### src/design/router_pkg.sv
package router_pkg;

  localparam int NUM_PORTS = 4;
  localparam int PKT_BYTES = 4;
  // nodes 0 to 2 hang off router 0, nodes 3 to 5 off router 1
  localparam int NODES_PER_ROUTER = 3;

  typedef logic [1:0] port_id_t;
  typedef logic [3:0] node_id_t;
  typedef logic [7:0] byte_t;
  typedef logic [NUM_PORTS-1:0] port_mask_t;

  typedef struct packed {
    node_id_t    src_id;
    node_id_t    dest_id;
    logic [23:0] data;
  } pkt_t;

  // maps a destination node to the output port of the given router
  function automatic port_id_t route_port(input int router_id, input node_id_t dest);
    port_id_t port;
    if (router_id == 0) begin
      // port 1 is the link to the other router, local nodes sit on 0, 2 and 3
      if (dest >= NODES_PER_ROUTER)
        port = 2'd1;
      else if (dest == '0)
        port = 2'd0;
      else
        port = port_id_t'(dest + 4'd1);
    end else begin
      if (dest < NODES_PER_ROUTER)
        port = 2'd3;
      else
        port = port_id_t'(dest - 4'd3);
    end
    return port;
  endfunction

endpackage

### src/design/node_rx.sv
`timescale 1ns/10ps

module node_rx (
  input  logic              clk,
  input  logic              rst_b,
  input  logic              put_inbound,
  input  router_pkg::byte_t payload_inbound,
  input  logic              rx_release,
  output logic              free_inbound,
  output logic              pkt_ready,
  output router_pkg::pkt_t  pkt
);
  import router_pkg::*;

  typedef enum logic [1:0] {idle, loading, holding} rx_state_t;

  rx_state_t state, next_state;
  logic [1:0] byte_cnt;
  logic shift;

  always_comb begin
    next_state = state;
    shift = 1'b0;
    case (state)
      idle: begin
        // the put cycle already carries the first byte
        if (put_inbound) begin
          shift = 1'b1;
          next_state = loading;
        end
      end
      loading: begin
        shift = 1'b1;
        if (byte_cnt == 2'(PKT_BYTES - 1))
          next_state = holding;
      end
      holding: begin
        if (rx_release)
          next_state = idle;
      end
    endcase
  end

  always_ff @(posedge clk or negedge rst_b) begin
    if (!rst_b) begin
      state <= idle;
      byte_cnt <= '0;
      free_inbound <= 1'b1;
    end else begin
      state <= next_state;
      byte_cnt <= shift ? byte_cnt + 2'd1 : 2'd0;
      free_inbound <= (next_state == idle);
    end
  end

  // bytes arrive most significant first, so shift in from the bottom
  always_ff @(posedge clk) begin
    if (shift)
      pkt <= {pkt[23:0], payload_inbound};
  end

  assign pkt_ready = (state == holding);

  // a source may only start a packet while the port advertises free
  // put from the other router stays high for all four bytes and only its rise starts a packet
  assert property (@(posedge clk) disable iff (!rst_b) $rose(put_inbound) |-> free_inbound)
    else $error("node_rx: packet started while free_inbound is low");

endmodule

### src/design/node_tx.sv
`timescale 1ns/10ps

module node_tx (
  input  logic                                        clk,
  input  logic                                        rst_b,
  input  logic                                        load,
  input  router_pkg::port_id_t                        load_src,
  input  router_pkg::pkt_t [router_pkg::NUM_PORTS-1:0] pkts,
  input  logic                                        free_outbound,
  output logic                                        tx_empty,
  output logic                                        put_outbound,
  output router_pkg::byte_t                           payload_outbound
);
  import router_pkg::*;

  typedef enum logic {idle, sending} tx_state_t;

  tx_state_t state, next_state;
  byte_t [PKT_BYTES-1:0] held;
  logic [1:0] byte_cnt;
  logic done;

  always_comb begin
    next_state = state;
    done = 1'b0;
    case (state)
      idle: begin
        // the destination is only consulted before the first byte
        if (free_outbound && !tx_empty)
          next_state = sending;
      end
      sending: begin
        if (byte_cnt == 2'(PKT_BYTES - 1)) begin
          done = 1'b1;
          next_state = idle;
        end
      end
    endcase
  end

  always_ff @(posedge clk) begin
    if (load)
      held <= pkts[load_src];
  end

  always_ff @(posedge clk or negedge rst_b) begin
    if (!rst_b) begin
      state <= idle;
      byte_cnt <= '0;
      tx_empty <= 1'b1;
      put_outbound <= 1'b0;
    end else begin
      state <= next_state;
      byte_cnt <= (state == sending && !done) ? byte_cnt + 2'd1 : 2'd0;
      if (done)
        tx_empty <= 1'b1;
      else if (load)
        tx_empty <= 1'b0;
      put_outbound <= (next_state == sending);
    end
  end

  assign payload_outbound = held[2'd3 - byte_cnt];

  assert property (@(posedge clk) disable iff (!rst_b) load |-> tx_empty)
    else $error("node_tx: load while a packet is still pending");

endmodule

### src/design/port_queue.sv
`timescale 1ns/10ps

module port_queue (
  input  logic                   clk,
  input  logic                   rst_b,
  input  logic                   enqueue,
  input  router_pkg::port_id_t   enqueue_src,
  input  logic                   tx_empty,
  output logic                   load,
  output router_pkg::port_id_t   load_src,
  output router_pkg::port_mask_t taken
);
  import router_pkg::*;

  typedef enum logic {idle, serving} q_state_t;

  q_state_t state, next_state;
  port_id_t ring [NUM_PORTS];
  port_id_t first, last;
  port_id_t head;
  logic [2:0] count;
  logic queue_empty;
  logic push, pop;

  assign queue_empty = (count == 3'd0);
  assign head = ring[first];

  always_comb begin
    next_state = state;
    load = 1'b0;
    load_src = head;
    push = 1'b0;
    pop = 1'b0;
    case (state)
      idle: begin
        // transmitter is known to be empty here, so load straight through
        if (enqueue) begin
          load = 1'b1;
          load_src = enqueue_src;
          next_state = serving;
        end
      end
      serving: begin
        case ({queue_empty, enqueue, tx_empty})
          3'b001: begin
            load = 1'b1;
            pop = 1'b1;
          end
          3'b010, 3'b110: push = 1'b1;
          3'b011: begin
            // oldest waiter goes out, the newcomer takes its place at the tail
            load = 1'b1;
            pop = 1'b1;
            push = 1'b1;
          end
          3'b101: next_state = idle;
          3'b111: begin
            load = 1'b1;
            load_src = enqueue_src;
          end
          default: ;
        endcase
      end
    endcase
  end

  always_ff @(posedge clk) begin
    if (push)
      ring[last] <= enqueue_src;
  end

  always_ff @(posedge clk or negedge rst_b) begin
    if (!rst_b) begin
      state <= idle;
      first <= '0;
      last <= '0;
      count <= '0;
    end else begin
      state <= next_state;
      if (pop)
        first <= first + 2'd1;
      if (push)
        last <= last + 2'd1;
      if (push && !pop)
        count <= count + 3'd1;
      else if (pop && !push)
        count <= count - 3'd1;
    end
  end

  assign taken = load ? (port_mask_t'(1) << load_src) : '0;

  // each source holds at most one packet, so four waiters is the ceiling
  assert property (@(posedge clk) disable iff (!rst_b) count <= 3'd4)
    else $error("port_queue: count exceeds four");

endmodule

### src/design/route_arbiter.sv
`timescale 1ns/10ps

module route_arbiter #(
  parameter int ROUTER_ID = 0
) (
  input  logic                                              clk,
  input  logic                                              rst_b,
  input  router_pkg::port_mask_t                            pkt_ready,
  input  router_pkg::pkt_t [router_pkg::NUM_PORTS-1:0]       pkts,
  input  router_pkg::port_mask_t [router_pkg::NUM_PORTS-1:0] taken,
  output router_pkg::port_mask_t                            enqueue,
  output router_pkg::port_id_t [router_pkg::NUM_PORTS-1:0]   enqueue_src,
  output router_pkg::port_mask_t                            rx_release
);
  import router_pkg::*;

  typedef enum logic {waiting, sweeping} arb_state_t;

  arb_state_t state, next_state;
  port_mask_t queued;
  port_mask_t pending;
  port_mask_t visit_mask;
  logic [2:0] num_pending;
  port_id_t single_src;
  port_id_t prio;
  port_id_t sweep_ptr;
  logic [1:0] sweep_cnt;
  logic visit;
  port_id_t visit_src;
  port_id_t out_port;
  logic sweep_start;
  logic sweep_step;

  // sources with a packet that no output queue holds yet
  assign pending = pkt_ready & ~queued;
  assign num_pending = 3'($countones(pending));

  always_comb begin
    single_src = '0;
    for (int i = 0; i < NUM_PORTS; i++) begin
      if (pending[i])
        single_src = port_id_t'(i);
    end
  end

  always_comb begin
    next_state = state;
    visit = 1'b0;
    visit_src = '0;
    sweep_start = 1'b0;
    sweep_step = 1'b0;
    case (state)
      waiting: begin
        if (num_pending == 3'd1) begin
          visit = 1'b1;
          visit_src = single_src;
        end else if (num_pending > 3'd1) begin
          // first visit of the sweep goes to the priority holder
          visit = pending[prio];
          visit_src = prio;
          sweep_start = 1'b1;
          next_state = sweeping;
        end
      end
      sweeping: begin
        visit = pending[sweep_ptr];
        visit_src = sweep_ptr;
        sweep_step = 1'b1;
        if (sweep_cnt == 2'd3)
          next_state = waiting;
      end
    endcase
  end

  always_ff @(posedge clk or negedge rst_b) begin
    if (!rst_b) begin
      state <= waiting;
      prio <= '0;
      sweep_ptr <= '0;
      sweep_cnt <= '0;
    end else begin
      state <= next_state;
      if (sweep_start) begin
        prio <= prio + 2'd1;
        sweep_ptr <= prio + 2'd1;
        sweep_cnt <= 2'd1;
      end else if (sweep_step) begin
        sweep_ptr <= sweep_ptr + 2'd1;
        sweep_cnt <= sweep_cnt + 2'd1;
      end
    end
  end

  always_comb begin
    enqueue = '0;
    enqueue_src = '0;
    out_port = route_port(ROUTER_ID, pkts[visit_src].dest_id);
    if (visit) begin
      enqueue[out_port] = 1'b1;
      enqueue_src[out_port] = visit_src;
    end
  end

  // every queue hands back the source it just loaded
  always_comb begin
    rx_release = '0;
    for (int p = 0; p < NUM_PORTS; p++)
      rx_release = rx_release | taken[p];
  end

  assign visit_mask = port_mask_t'(visit) << visit_src;

  always_ff @(posedge clk or negedge rst_b) begin
    if (!rst_b)
      queued <= '0;
    else
      queued <= (queued | visit_mask) & ~rx_release;
  end

  // a queue may only hand back a source that this arbiter gave to an output
  assert property (@(posedge clk) disable iff (!rst_b)
                   (rx_release & ~(queued | visit_mask)) == '0)
    else $error("route_arbiter: release of a source that was never enqueued");

endmodule

### src/design/router.sv
`timescale 1ns/10ps

module router #(
  parameter int ROUTER_ID = 0
) (
  input  logic                                         clk,
  input  logic                                         rst_b,
  input  router_pkg::port_mask_t                       free_outbound,
  output router_pkg::port_mask_t                       put_outbound,
  output router_pkg::byte_t [router_pkg::NUM_PORTS-1:0] payload_outbound,
  output router_pkg::port_mask_t                       free_inbound,
  input  router_pkg::port_mask_t                       put_inbound,
  input  router_pkg::byte_t [router_pkg::NUM_PORTS-1:0] payload_inbound
);
  import router_pkg::*;

  pkt_t [NUM_PORTS-1:0] pkts;
  port_mask_t pkt_ready, enqueue, rx_release, load, tx_empty;
  port_id_t [NUM_PORTS-1:0] enqueue_src, load_src;
  port_mask_t [NUM_PORTS-1:0] taken;

  route_arbiter #(.ROUTER_ID(ROUTER_ID)) u_arbiter (
    .clk, .rst_b, .pkt_ready, .pkts, .taken, .enqueue, .enqueue_src, .rx_release
  );

  for (genvar p = 0; p < NUM_PORTS; p++) begin : g_port
    node_rx u_rx (
      .clk, .rst_b, .put_inbound(put_inbound[p]), .payload_inbound(payload_inbound[p]),
      .rx_release(rx_release[p]), .free_inbound(free_inbound[p]),
      .pkt_ready(pkt_ready[p]), .pkt(pkts[p])
    );

    port_queue u_queue (
      .clk, .rst_b, .enqueue(enqueue[p]), .enqueue_src(enqueue_src[p]),
      .tx_empty(tx_empty[p]), .load(load[p]), .load_src(load_src[p]), .taken(taken[p])
    );

    node_tx u_tx (
      .clk, .rst_b, .load(load[p]), .load_src(load_src[p]), .pkts,
      .free_outbound(free_outbound[p]), .tx_empty(tx_empty[p]),
      .put_outbound(put_outbound[p]), .payload_outbound(payload_outbound[p])
    );
  end

endmodule

### config.mk
export PLATFORM = sky130hd
export DESIGN_NAME = router
export DESIGN_NICKNAME = d
export VERILOG_FILES = /design/src/design/router_pkg.sv /design/src/design/node_rx.sv /design/src/design/node_tx.sv /design/src/design/port_queue.sv /design/src/design/route_arbiter.sv /design/src/design/router.sv
export SDC_FILE = /design/constraint.sdc
export NUM_CORES = 1
export LEC_CHECK = 0
export CORE_UTILIZATION = 65
export CTS_CLUSTER_SIZE = 28
export DETAILED_ROUTE_END_ITERATION = 7
export DONT_BUFFER_PORTS = 1
export PLACE_DENSITY_LB_ADDON = 0.15
export RECOVER_POWER = 100
export SETUP_SLACK_MARGIN = 0.05
export SLEW_MARGIN = 20
export SYNTH_ARGS = -nofsm -noshare
export SYNTH_HDL_FRONTEND = slang
export SYNTH_SLANG_ARGS = --single-unit
export TNS_END_PERCENT = 10
### constraint.sdc
create_clock -name clk -period 9.1 [get_ports clk]
set_clock_uncertainty 0.2 [all_clocks]
set_input_delay 0.455 -clock clk [delete_from_list [all_inputs] [get_ports clk]]
set_output_delay 0.455 -clock clk [all_outputs]
set_load 0.05 [all_outputs]
Yosys cells after proc, flatten, opt, wreduce, memory -nomap -nowiden
Memory sizes are Yosys's and may differ from the RTL's.
Cells that the tools add are included.

word-level totals
  register bits after elaboration = 335
  memory bits (writable) = 32
  word-level logic and storage cells = 436
  memories kept = 4

memories
  name                    words  width  rd ports  clocked after Yosys merged registers in  wr ports  RTL line          text
  g_port[0].u_queue.ring  4      2      1         0                                        1         port_queue.sv:18  port_id_t ring [NUM_PORTS];
  g_port[1].u_queue.ring  4      2      1         0                                        1         port_queue.sv:18
  g_port[2].u_queue.ring  4      2      1         0                                        1         port_queue.sv:18
  g_port[3].u_queue.ring  4      2      1         0                                        1         port_queue.sv:18

operators by class
  add/subtract/negate cells = 35
  magnitude comparators = 15
  equal/unequal tests = 42
  shift operators = 5
  muxes and demuxes = 177
  bitwise gates (word level) = 18
  reduce and logical (&&, ||, !) cells = 67

operator list
  kind                                                                          count
  32-bit binary-select mux with 2-bit select                                    5
  32-bit 2-to-1 mux                                                             4
  2-bit 2-to-1 mux                                                              39
  1-bit 2-to-1 mux                                                              75
  8-bit binary-select mux with 2-bit select                                     4
  2-bit by 1-bit adder with 2-bit output, second input constant                 20
  8-bit 2-to-1 mux                                                              5
  3-bit equality test, second input constant                                    12
  2-bit by 3-bit less-than comparator with 1-bit output, second input constant  12
  1-bit one-hot mux with 2 select lines                                         18
  28-bit 2-to-1 mux                                                             1
  2-bit equality test, second input constant                                    13
  3-bit by 2-bit equality test with 1-bit output, second input constant         8
  3-bit 2-to-1 mux                                                              8
  2-bit one-hot mux with 3 select lines                                         4
  3-bit OR reduction                                                            8
  4-bit 2-to-1 mux                                                              5
  2-bit one-hot mux with 2 select lines                                         5
  2-bit nonzero test                                                            9
  1-bit logical AND                                                             17
  1-bit zero test                                                               16
  2-bit zero test                                                               8
  4-bit OR                                                                      4
  1-bit by 2-bit left shift with 4-bit output, first input constant             4
  other kinds (21)                                                              55

Depth between registers and ports, before layout
  depth in word-level cells = 29
  gate-level depth with buffers = 21
  depth with buffers taken out = 18

Modules after synthesis
From an unflattened synthesis, not the netlist that was laid out.

second synthesis, totals
  cells, all modules = 983
  area total of the unflattened synthesis = 17964.7 sq um

by module, submodules not included
  module         instances  cells each  area an instance (sq um)  sequential area each (sq um)
  node_tx        4          95          2119.5                    1062.3
  node_rx        4          50          1186.1                    1087.3
  port_queue     4          68          908.4                     440.4
  route_arbiter  1          131         1108.6                    275.3

Least setup slack after synthesis
No wires, ideal clock.

  kind = reg2reg
  start point = reg g_port[3].u_rx.state[0]
  end point = reg g_port[3].u_tx.held[0] in the netlist's numbering (enable)
  setup time = 0.432 ns
  arrival time = 5.095 ns
  setup slack = 3.373 ns
  cell stages (with the launch flop) = 15
  path buffers = 2
  clock period less this slack = 5.727 ns
  path through = dfrtp_1 or3b_1 xnor2_1 ha_1 inv_1 fa_1 nand2_1 a22o_1 or2_1 buf_4 buf_2 o311a_1 nor3_4 nand2_1 a21oi_1

on the way
  longest elaborated chain between the ends = 22
  elaborated cells on any way between the ends = 37
  those cells by class = add/sub (3); order compare (4); eq/ne (5); mux (21); bitwise (1); reduce/logical (3)

ends and longest elaborated chain
  what                                                          RTL line             text
  start: declaration                                            node_rx.sv:17        rx_state_t state, next_state;
  start signal: assignment                                      node_rx.sv:46        state <= idle;
  start signal: assignment                                      node_rx.sv:50        state <= next_state;
  2-bit equality test (*)                                       node_rx.sv:62        assign pkt_ready = (state == holding);
  4-bit AND (*)                                                 route_arbiter.sv:35  assign pending = pkt_ready & ~queued;
  1-bit by 1-bit adder with 2-bit output (implied by the code)  route_arbiter.sv:36  assign num_pending = 3'($countones(pending));
  3-bit adder (implied by the code)                             route_arbiter.sv:36
  3-bit by 1-bit greater-than comparator with 1-bit output      route_arbiter.sv:57  end else if (num_pending > 3'd1) begin
  2-bit 2-to-1 mux                                              route_arbiter.sv:57
  2-bit 2-to-1 mux                                              route_arbiter.sv:54  if (num_pending == 3'd1) begin
  2-bit one-hot mux with 2 select lines                         route_arbiter.sv:52  case (state)
  (+7 left out)                                                 n/a
  1-bit 2-to-1 mux (implied by the code)                        route_arbiter.sv:99  enqueue[out_port] = 1'b1;
  1-bit demux with 2-bit select                                 n/a
  4-bit 2-to-1 mux (*)                                          route_arbiter.sv:98  if (visit) begin
  3-bit equality test (tied with other cells)                   port_queue.sv:44     case ({queue_empty, enqueue, tx_empty})
  3-bit OR reduction (no source line)                           n/a
  1-bit 2-to-1 mux                                              port_queue.sv:44
  1-bit one-hot mux with 2 select lines (*)                     port_queue.sv:34     case (state)
  via g_port[3].u_queue.load                                    port_queue.sv:9      output logic load,
  end signal: assignment                                        node_tx.sv:43        held <= pkts[load_src];
  end: declaration                                              node_tx.sv:19        byte_t [PKT_BYTES-1:0] held;

Mark *: on every way through the listed nets, which the timed path passes. The rest lies on a longest branch. The select of a mux whose other input is x is not followed.
A chain may end at the register's enable or synchronous reset.

Final worst setup path
  start point = reg g_port[2].u_rx.state[1]
  end point = reg g_port[0].u_tx.held[10] in the netlist's numbering (data pin)

on the way
  longest elaborated chain between the ends = 23
  elaborated cells on any way between the ends = 41
  those cells by class = add/sub (3); order compare (4); eq/ne (3); mux (27); bitwise (2); reduce/logical (2)

ends and longest elaborated chain
  what                                                                            RTL line
  start: declaration                                                              node_rx.sv:17
  start signal: assignment                                                        node_rx.sv:46
  start signal: assignment                                                        node_rx.sv:50
  2-bit equality test (*)                                                         node_rx.sv:62
  4-bit AND (*)                                                                   route_arbiter.sv:35
  1-bit by 1-bit adder with 2-bit output (implied by the code)                    route_arbiter.sv:36
  3-bit adder (implied by the code)                                               route_arbiter.sv:36
  3-bit by 1-bit greater-than comparator with 1-bit output                        route_arbiter.sv:57
  2-bit 2-to-1 mux                                                                route_arbiter.sv:57
  2-bit 2-to-1 mux                                                                route_arbiter.sv:54
  2-bit one-hot mux with 2 select lines                                           route_arbiter.sv:52
  (+7 left out)                                                                   n/a
  1-bit 2-to-1 mux (implied by the code) or 2-bit 2-to-1 mux (tied branches)      route_arbiter.sv:99, route_arbiter.sv:100
  1-bit demux with 2-bit select or 2-bit demux with 2-bit select (tied branches)  n/a
  4-bit 2-to-1 mux or 8-bit AND (tied branches)                                   n/a
  3-bit equality test or 8-bit 2-to-1 mux (tied branches)                         port_queue.sv:44, route_arbiter.sv:98
  2-bit 2-to-1 mux (on tied branches)                                             port_queue.sv:44, port_queue.sv:37
  2-bit one-hot mux with 2 select lines (*)                                       port_queue.sv:34
  32-bit binary-select mux with 2-bit select (*)                                  node_tx.sv:43
  32-bit 2-to-1 mux (implied by the code) (*)                                     node_tx.sv:43
  end signal: assignment                                                          node_tx.sv:43
  end: declaration                                                                node_tx.sv:19

Mark *: on every way between the ends. The rest lies on a longest branch, timed or not. The select of a mux whose other input is x is not followed.

==> impl_metrics.csv <==
group,metric,value,unit
run_status,outcome,"complete, but fails checks",
synthesis,synth_nets,2124,
clocking,cts_root_buffer,"clkbuf_16",
worst_setup_path,critPathLaunchType,"register",
clocking,tritoncts_num_sinks,367,
clocking,gates_resized_cts_repair,0,
timing,hold_viol,0,
synthesis,synth.top_cell.area_share,39.9,%
routing,drt_first_iter_violations,2693,
clocking,clk_pin_slew,0.06,ns
placed_design,buffer_ports.inserted,0,
routing,wl_per_cell,29.3,µm
timing,timing.final.max_slew_violations,482,
worst_setup_path,worstReg2RegEnd,"g_port[0].u_tx.held[10]$_DFFE_PN_",
timing,slew_hr,-186,%
floorplan,design.core.area,32700,µm²
global_routing,grt_pass1_vias,17300,
synthesis,netlist-cell-type-count,81,
worst_setup_path,timing.critical_path.depth,15,
synthesis,ys.warnings.count,0,
worst_setup_path,worstPathMaxFanout,69,
worst_setup_path,worstPathCellList,"nor3b_1 > xnor2_1 > ha_1 > inv_1 > fa_1 > nand4b_1 > a21oi_1 > or2_0 > buf_4 > mux4_2 > nor2_4 > nand2_1 > a21oi_4 > buf_4 > mux2i_1",
hold_path,holdPathEnd,"g_port[3].u_rx.byte_cnt[0]$_DFF_PN0_",
routing,route.top_layer_used,"met5",
synthesis,netlist_instances,2046,
routing,met3_length,8.56,mm
synthesis,ys_top_cells_by_area,"edfxtp_1 40%, dfrtp_1 8.2%, mux2i_1 7.7%",
floorplan,fp.dieArea,34100,µm²
routing,via_count,18000,
routing,routed_met1_length,24.2,mm
synthesis,synthArstFlopShare,21.5,%
timing,max_clock_freq,125,MHz
hold_path,timing.hold.worst.class,"register to register",
layout,areaGrowthSynthToFinish,8.00,%
layout,drive_above_1_share,9.06,%
worst_setup_path,cp_num_buf_inv,3,
global_routing,grt_use_total,42.4,%
clocking,clk_latency,0.56,ns
global_routing,grt_start_max_net_pins,80,
worst_setup_path,worstSetupPathType,"register to register",
job,maxCapViolCount,10,
clocking,clock_path_buffers,3,
global_routing,grt_pass1_wl,106,mm
clocking,cts_hold_repair_buffers,42,
worst_setup_path,critPathSlowestCell,"a21oi_4",
timing,finalCritPeriodShare,88.0,%
timing,post-route-min-period,8.00,ns
routing,detailedRoute.firstPassIterationCount,8,
layout,stdcell_count,2453,
power_and_ir_drop,power_density,363,nW/µm²
floorplan,io_pins,82,
power_and_ir_drop,power.leakage,9.00,nW
timing,totalNegativeSetupSlack,0,ns
run_status,violations,"design-rule violations, max-capacitance violations, max-slew violations",
clocking,clock_tree_from_tritoncts,"yes",
worst_setup_path,critical_path.top_delay_family,"simple AND/OR/NAND/NOR gates",
global_routing,global_route.overflow_total,0,
floorplan,initial_core_util,66.4,%
routing,drc,24,
power_and_ir_drop,ir_worst_vdd,0.000315,V
routing,ant_nets,0,
worst_setup_path,worstPathArrival,8.08,ns
timing,final.setup.worst_slack,1.10,ns
floorplan,die_w,185,µm
synthesis,yosys_register_bits,367,
routing,post_drt_via_cell_ratio,7.34,
synthesis,count_of_flip_flops_with_a_built_in_enable_after_synthesis,288,
worst_setup_path,critPathCaptureType,"register",
worst_setup_path,reg2reg_slack,1.10,ns
placed_design,dp.cells,2335,
worst_setup_path,crit_required,9.18,ns
routing,met2RoutedLength,32.1,mm
synthesis,syn_area_per_cell,10.6,µm²
timing,hold_ws,0.234,ns
worst_setup_path,critical_path.startpoint,"g_port[2].u_rx.state[1]$_DFF_PN0_",
floorplan,die_y,185,µm
worst_setup_path,delay_of_the_slowest_cell_on_the_worst_path,1.01,ns
timing,setup_viol_count_final,0,
clocking,cts_htree_levels,2,
power_and_ir_drop,totalPowerFinal,8.50,mW
synthesis,synth.top_cells.by_count,"388 x nand2_1, 288 x edfxtp_1, 168 x mux2i_1, 136 x nor2_1, 131 x a211oi_1",
layout,final_net_count,2056,
clocking,post_cts.repair.setup_buffers,0,
hold_path,worst_hold_path.num_cells,1,
hold_path,worstHoldStart,"g_port[3].u_rx.byte_cnt[0]$_DFF_PN0_",
worst_setup_path,cp_common_cell,"buf_4",
synthesis,synth_most_common_cell,"nand2_1",
synthesis,netlist.top_cell.by_area,"edfxtp_1",
timing,pin_slew_with_the_least_headroom_to_its_limit,4.30,ns
placed_design,post_dp_hpwl,44.6,mm
placed_design,globalplace.congestion,0.940,
routing,drt_wl_total,71.8,mm
floorplan,std_cell_rows,66,
synthesis,synth.cell_area,21700,µm²
synthesis,seq_area_frac_synth,49.0,%
synthesis,synth_flop_cell,"edfxtp_1",
worst_setup_path,worst_r2r_path_depth,15,
timing,rsz0062_at_grt,"no",
global_routing,antenna_found_initial,4,
worst_setup_path,worst_r2r_startpoint,"g_port[2].u_rx.state[1]$_DFF_PN0_",
clocking,cts_buffers,40,
placed_design,dp_slack,2.15,ns
[cells in the final DEF (no fill, tap or decap), types with 9 or more instances in the layout]
cell / synthesis / layout
nand2_1: 388 / 389
edfxtp_1: 288 / 288
mux2i_1: 168 / 165
nor2_1: 136 / 134
a211oi_1: 131 / 131
a22oi_1: 96 / 95
dfrtp_1: 71 / 71
a32oi_1: 64 / 64
o21ai_0: 59 / 59
a21oi_1: 45 / 46
nand3_1: 46 / 43
mux4_2: 41 / 41
clkbuf_16: 0 / 41
dlygate4sd3_1: 0 / 41
a311oi_1: 35 / 36
inv_1: 34 / 34
ha_1: 31 / 31
o21ai_1: 27 / 26
buf_4: 19 / 23
nor3_1: 19 / 20
and2_0: 0 / 19
xnor2_1: 19 / 19
clkbuf_1: 110 / 13
xor2_1: 10 / 10
a31oi_1: 9 / 9
[area by class of cell]
| cell class | count | area (µm²) |
|---|---|---|
| tap | 442 | 553 |
| timing repair buffer | 74 | 648 |
| inverter | 34 | 128 |
| multi-input combinational | 1461 | 10100 |
| antenna | 2 | 5.00 |
| sequential | 367 | 10600 |
| clock inverter | 20 | 199 |
| clock buffer | 53 | 1120 |
| fill | 2349 | 9260 |
[worst max-delay path by stage]
stage | to
floorplan | g_port[3].u_tx.held[0]$_DFFE_PP_
global placement | g_port[3].u_queue.count[2]$_DFFE_PN0P_
detailed placement | g_port[3].u_queue.count[2]$_DFFE_PN0P_
CTS | g_port[3].u_queue.count[2]$_DFFE_PN0P_
global route | g_port[0].u_tx.held[1]$_DFFE_PN_
finish | g_port[0].u_tx.held[10]$_DFFE_PN_
[flip-flops by register name, summed over array words and instances, names as in the netlist, 8 cells and up]
signal / flops
g_port.u_queue.count: 12
g_port.u_queue.first: 8
g_port.u_queue.last: 8
g_port.u_queue.ring: 32
g_port.u_rx.byte_cnt: 8
g_port.u_rx.pkt: 128
g_port.u_rx.state: 8
g_port.u_tx.byte_cnt: 8
g_port.u_tx.held: 128
[stage by stage]
step / utilization, % / area, µm²
after floorplan: - / 21700
after global placement: 66.5 / 21800
after detailed placement: 66.5 / 21800
after CTS: 71.9 / 23500
after global routing: 71.7 / 23400
final: 71.7 / 23400
[worst register-to-register path: stages (launching register included)]
cell	delay, ns
dfrtp_1	0.48
nor3b_1	0.55
xnor2_1	0.19
ha_1	0.16
inv_1	0.04
fa_1	0.56
nand4b_1	0.15
a21oi_1	0.51
or2_0	0.78
buf_4	0.82
mux4_2	0.58
nor2_4	0.14
nand2_1	0.93
a21oi_4	1.02
buf_4	0.47
mux2i_1	0.16
[per-layer routing]
metal | vias to the layer above | track usage [%]
met2 | 1420 | 65.2
met1 | 8638 | 49.9
met3 | 353 | 11.8
met4 | 2 | 34.4
met5 | - | 0.593
li1 | 7602 | -
[cell families (layout without fill, tap and decap cells)]
group | count (synthesis) | after routing | share of synthesized area (%)
flops | 367 | 367 | 49.0
buf+inv | 218 | 181 | 4.64
other cells | 0 | 2 | 0
compound gates | 513 | 513 | 17.3
xor+xnor | 29 | 29 | 1.17
fa+ha+maj | 36 | 36 | 2.25
simple gates | 665 | 665 | 13.2
mux | 218 | 218 | 12.5
[power breakdown]
part / internal (mW) / switching (mW) / leakage (nW)
Sequential: 2.42 / 0.651 / 3.68
Combinational: 1.15 / 2.63 / 4.67
Clock: 0.958 / 0.691 / 0.645
(Power assumes the default switching activity.)
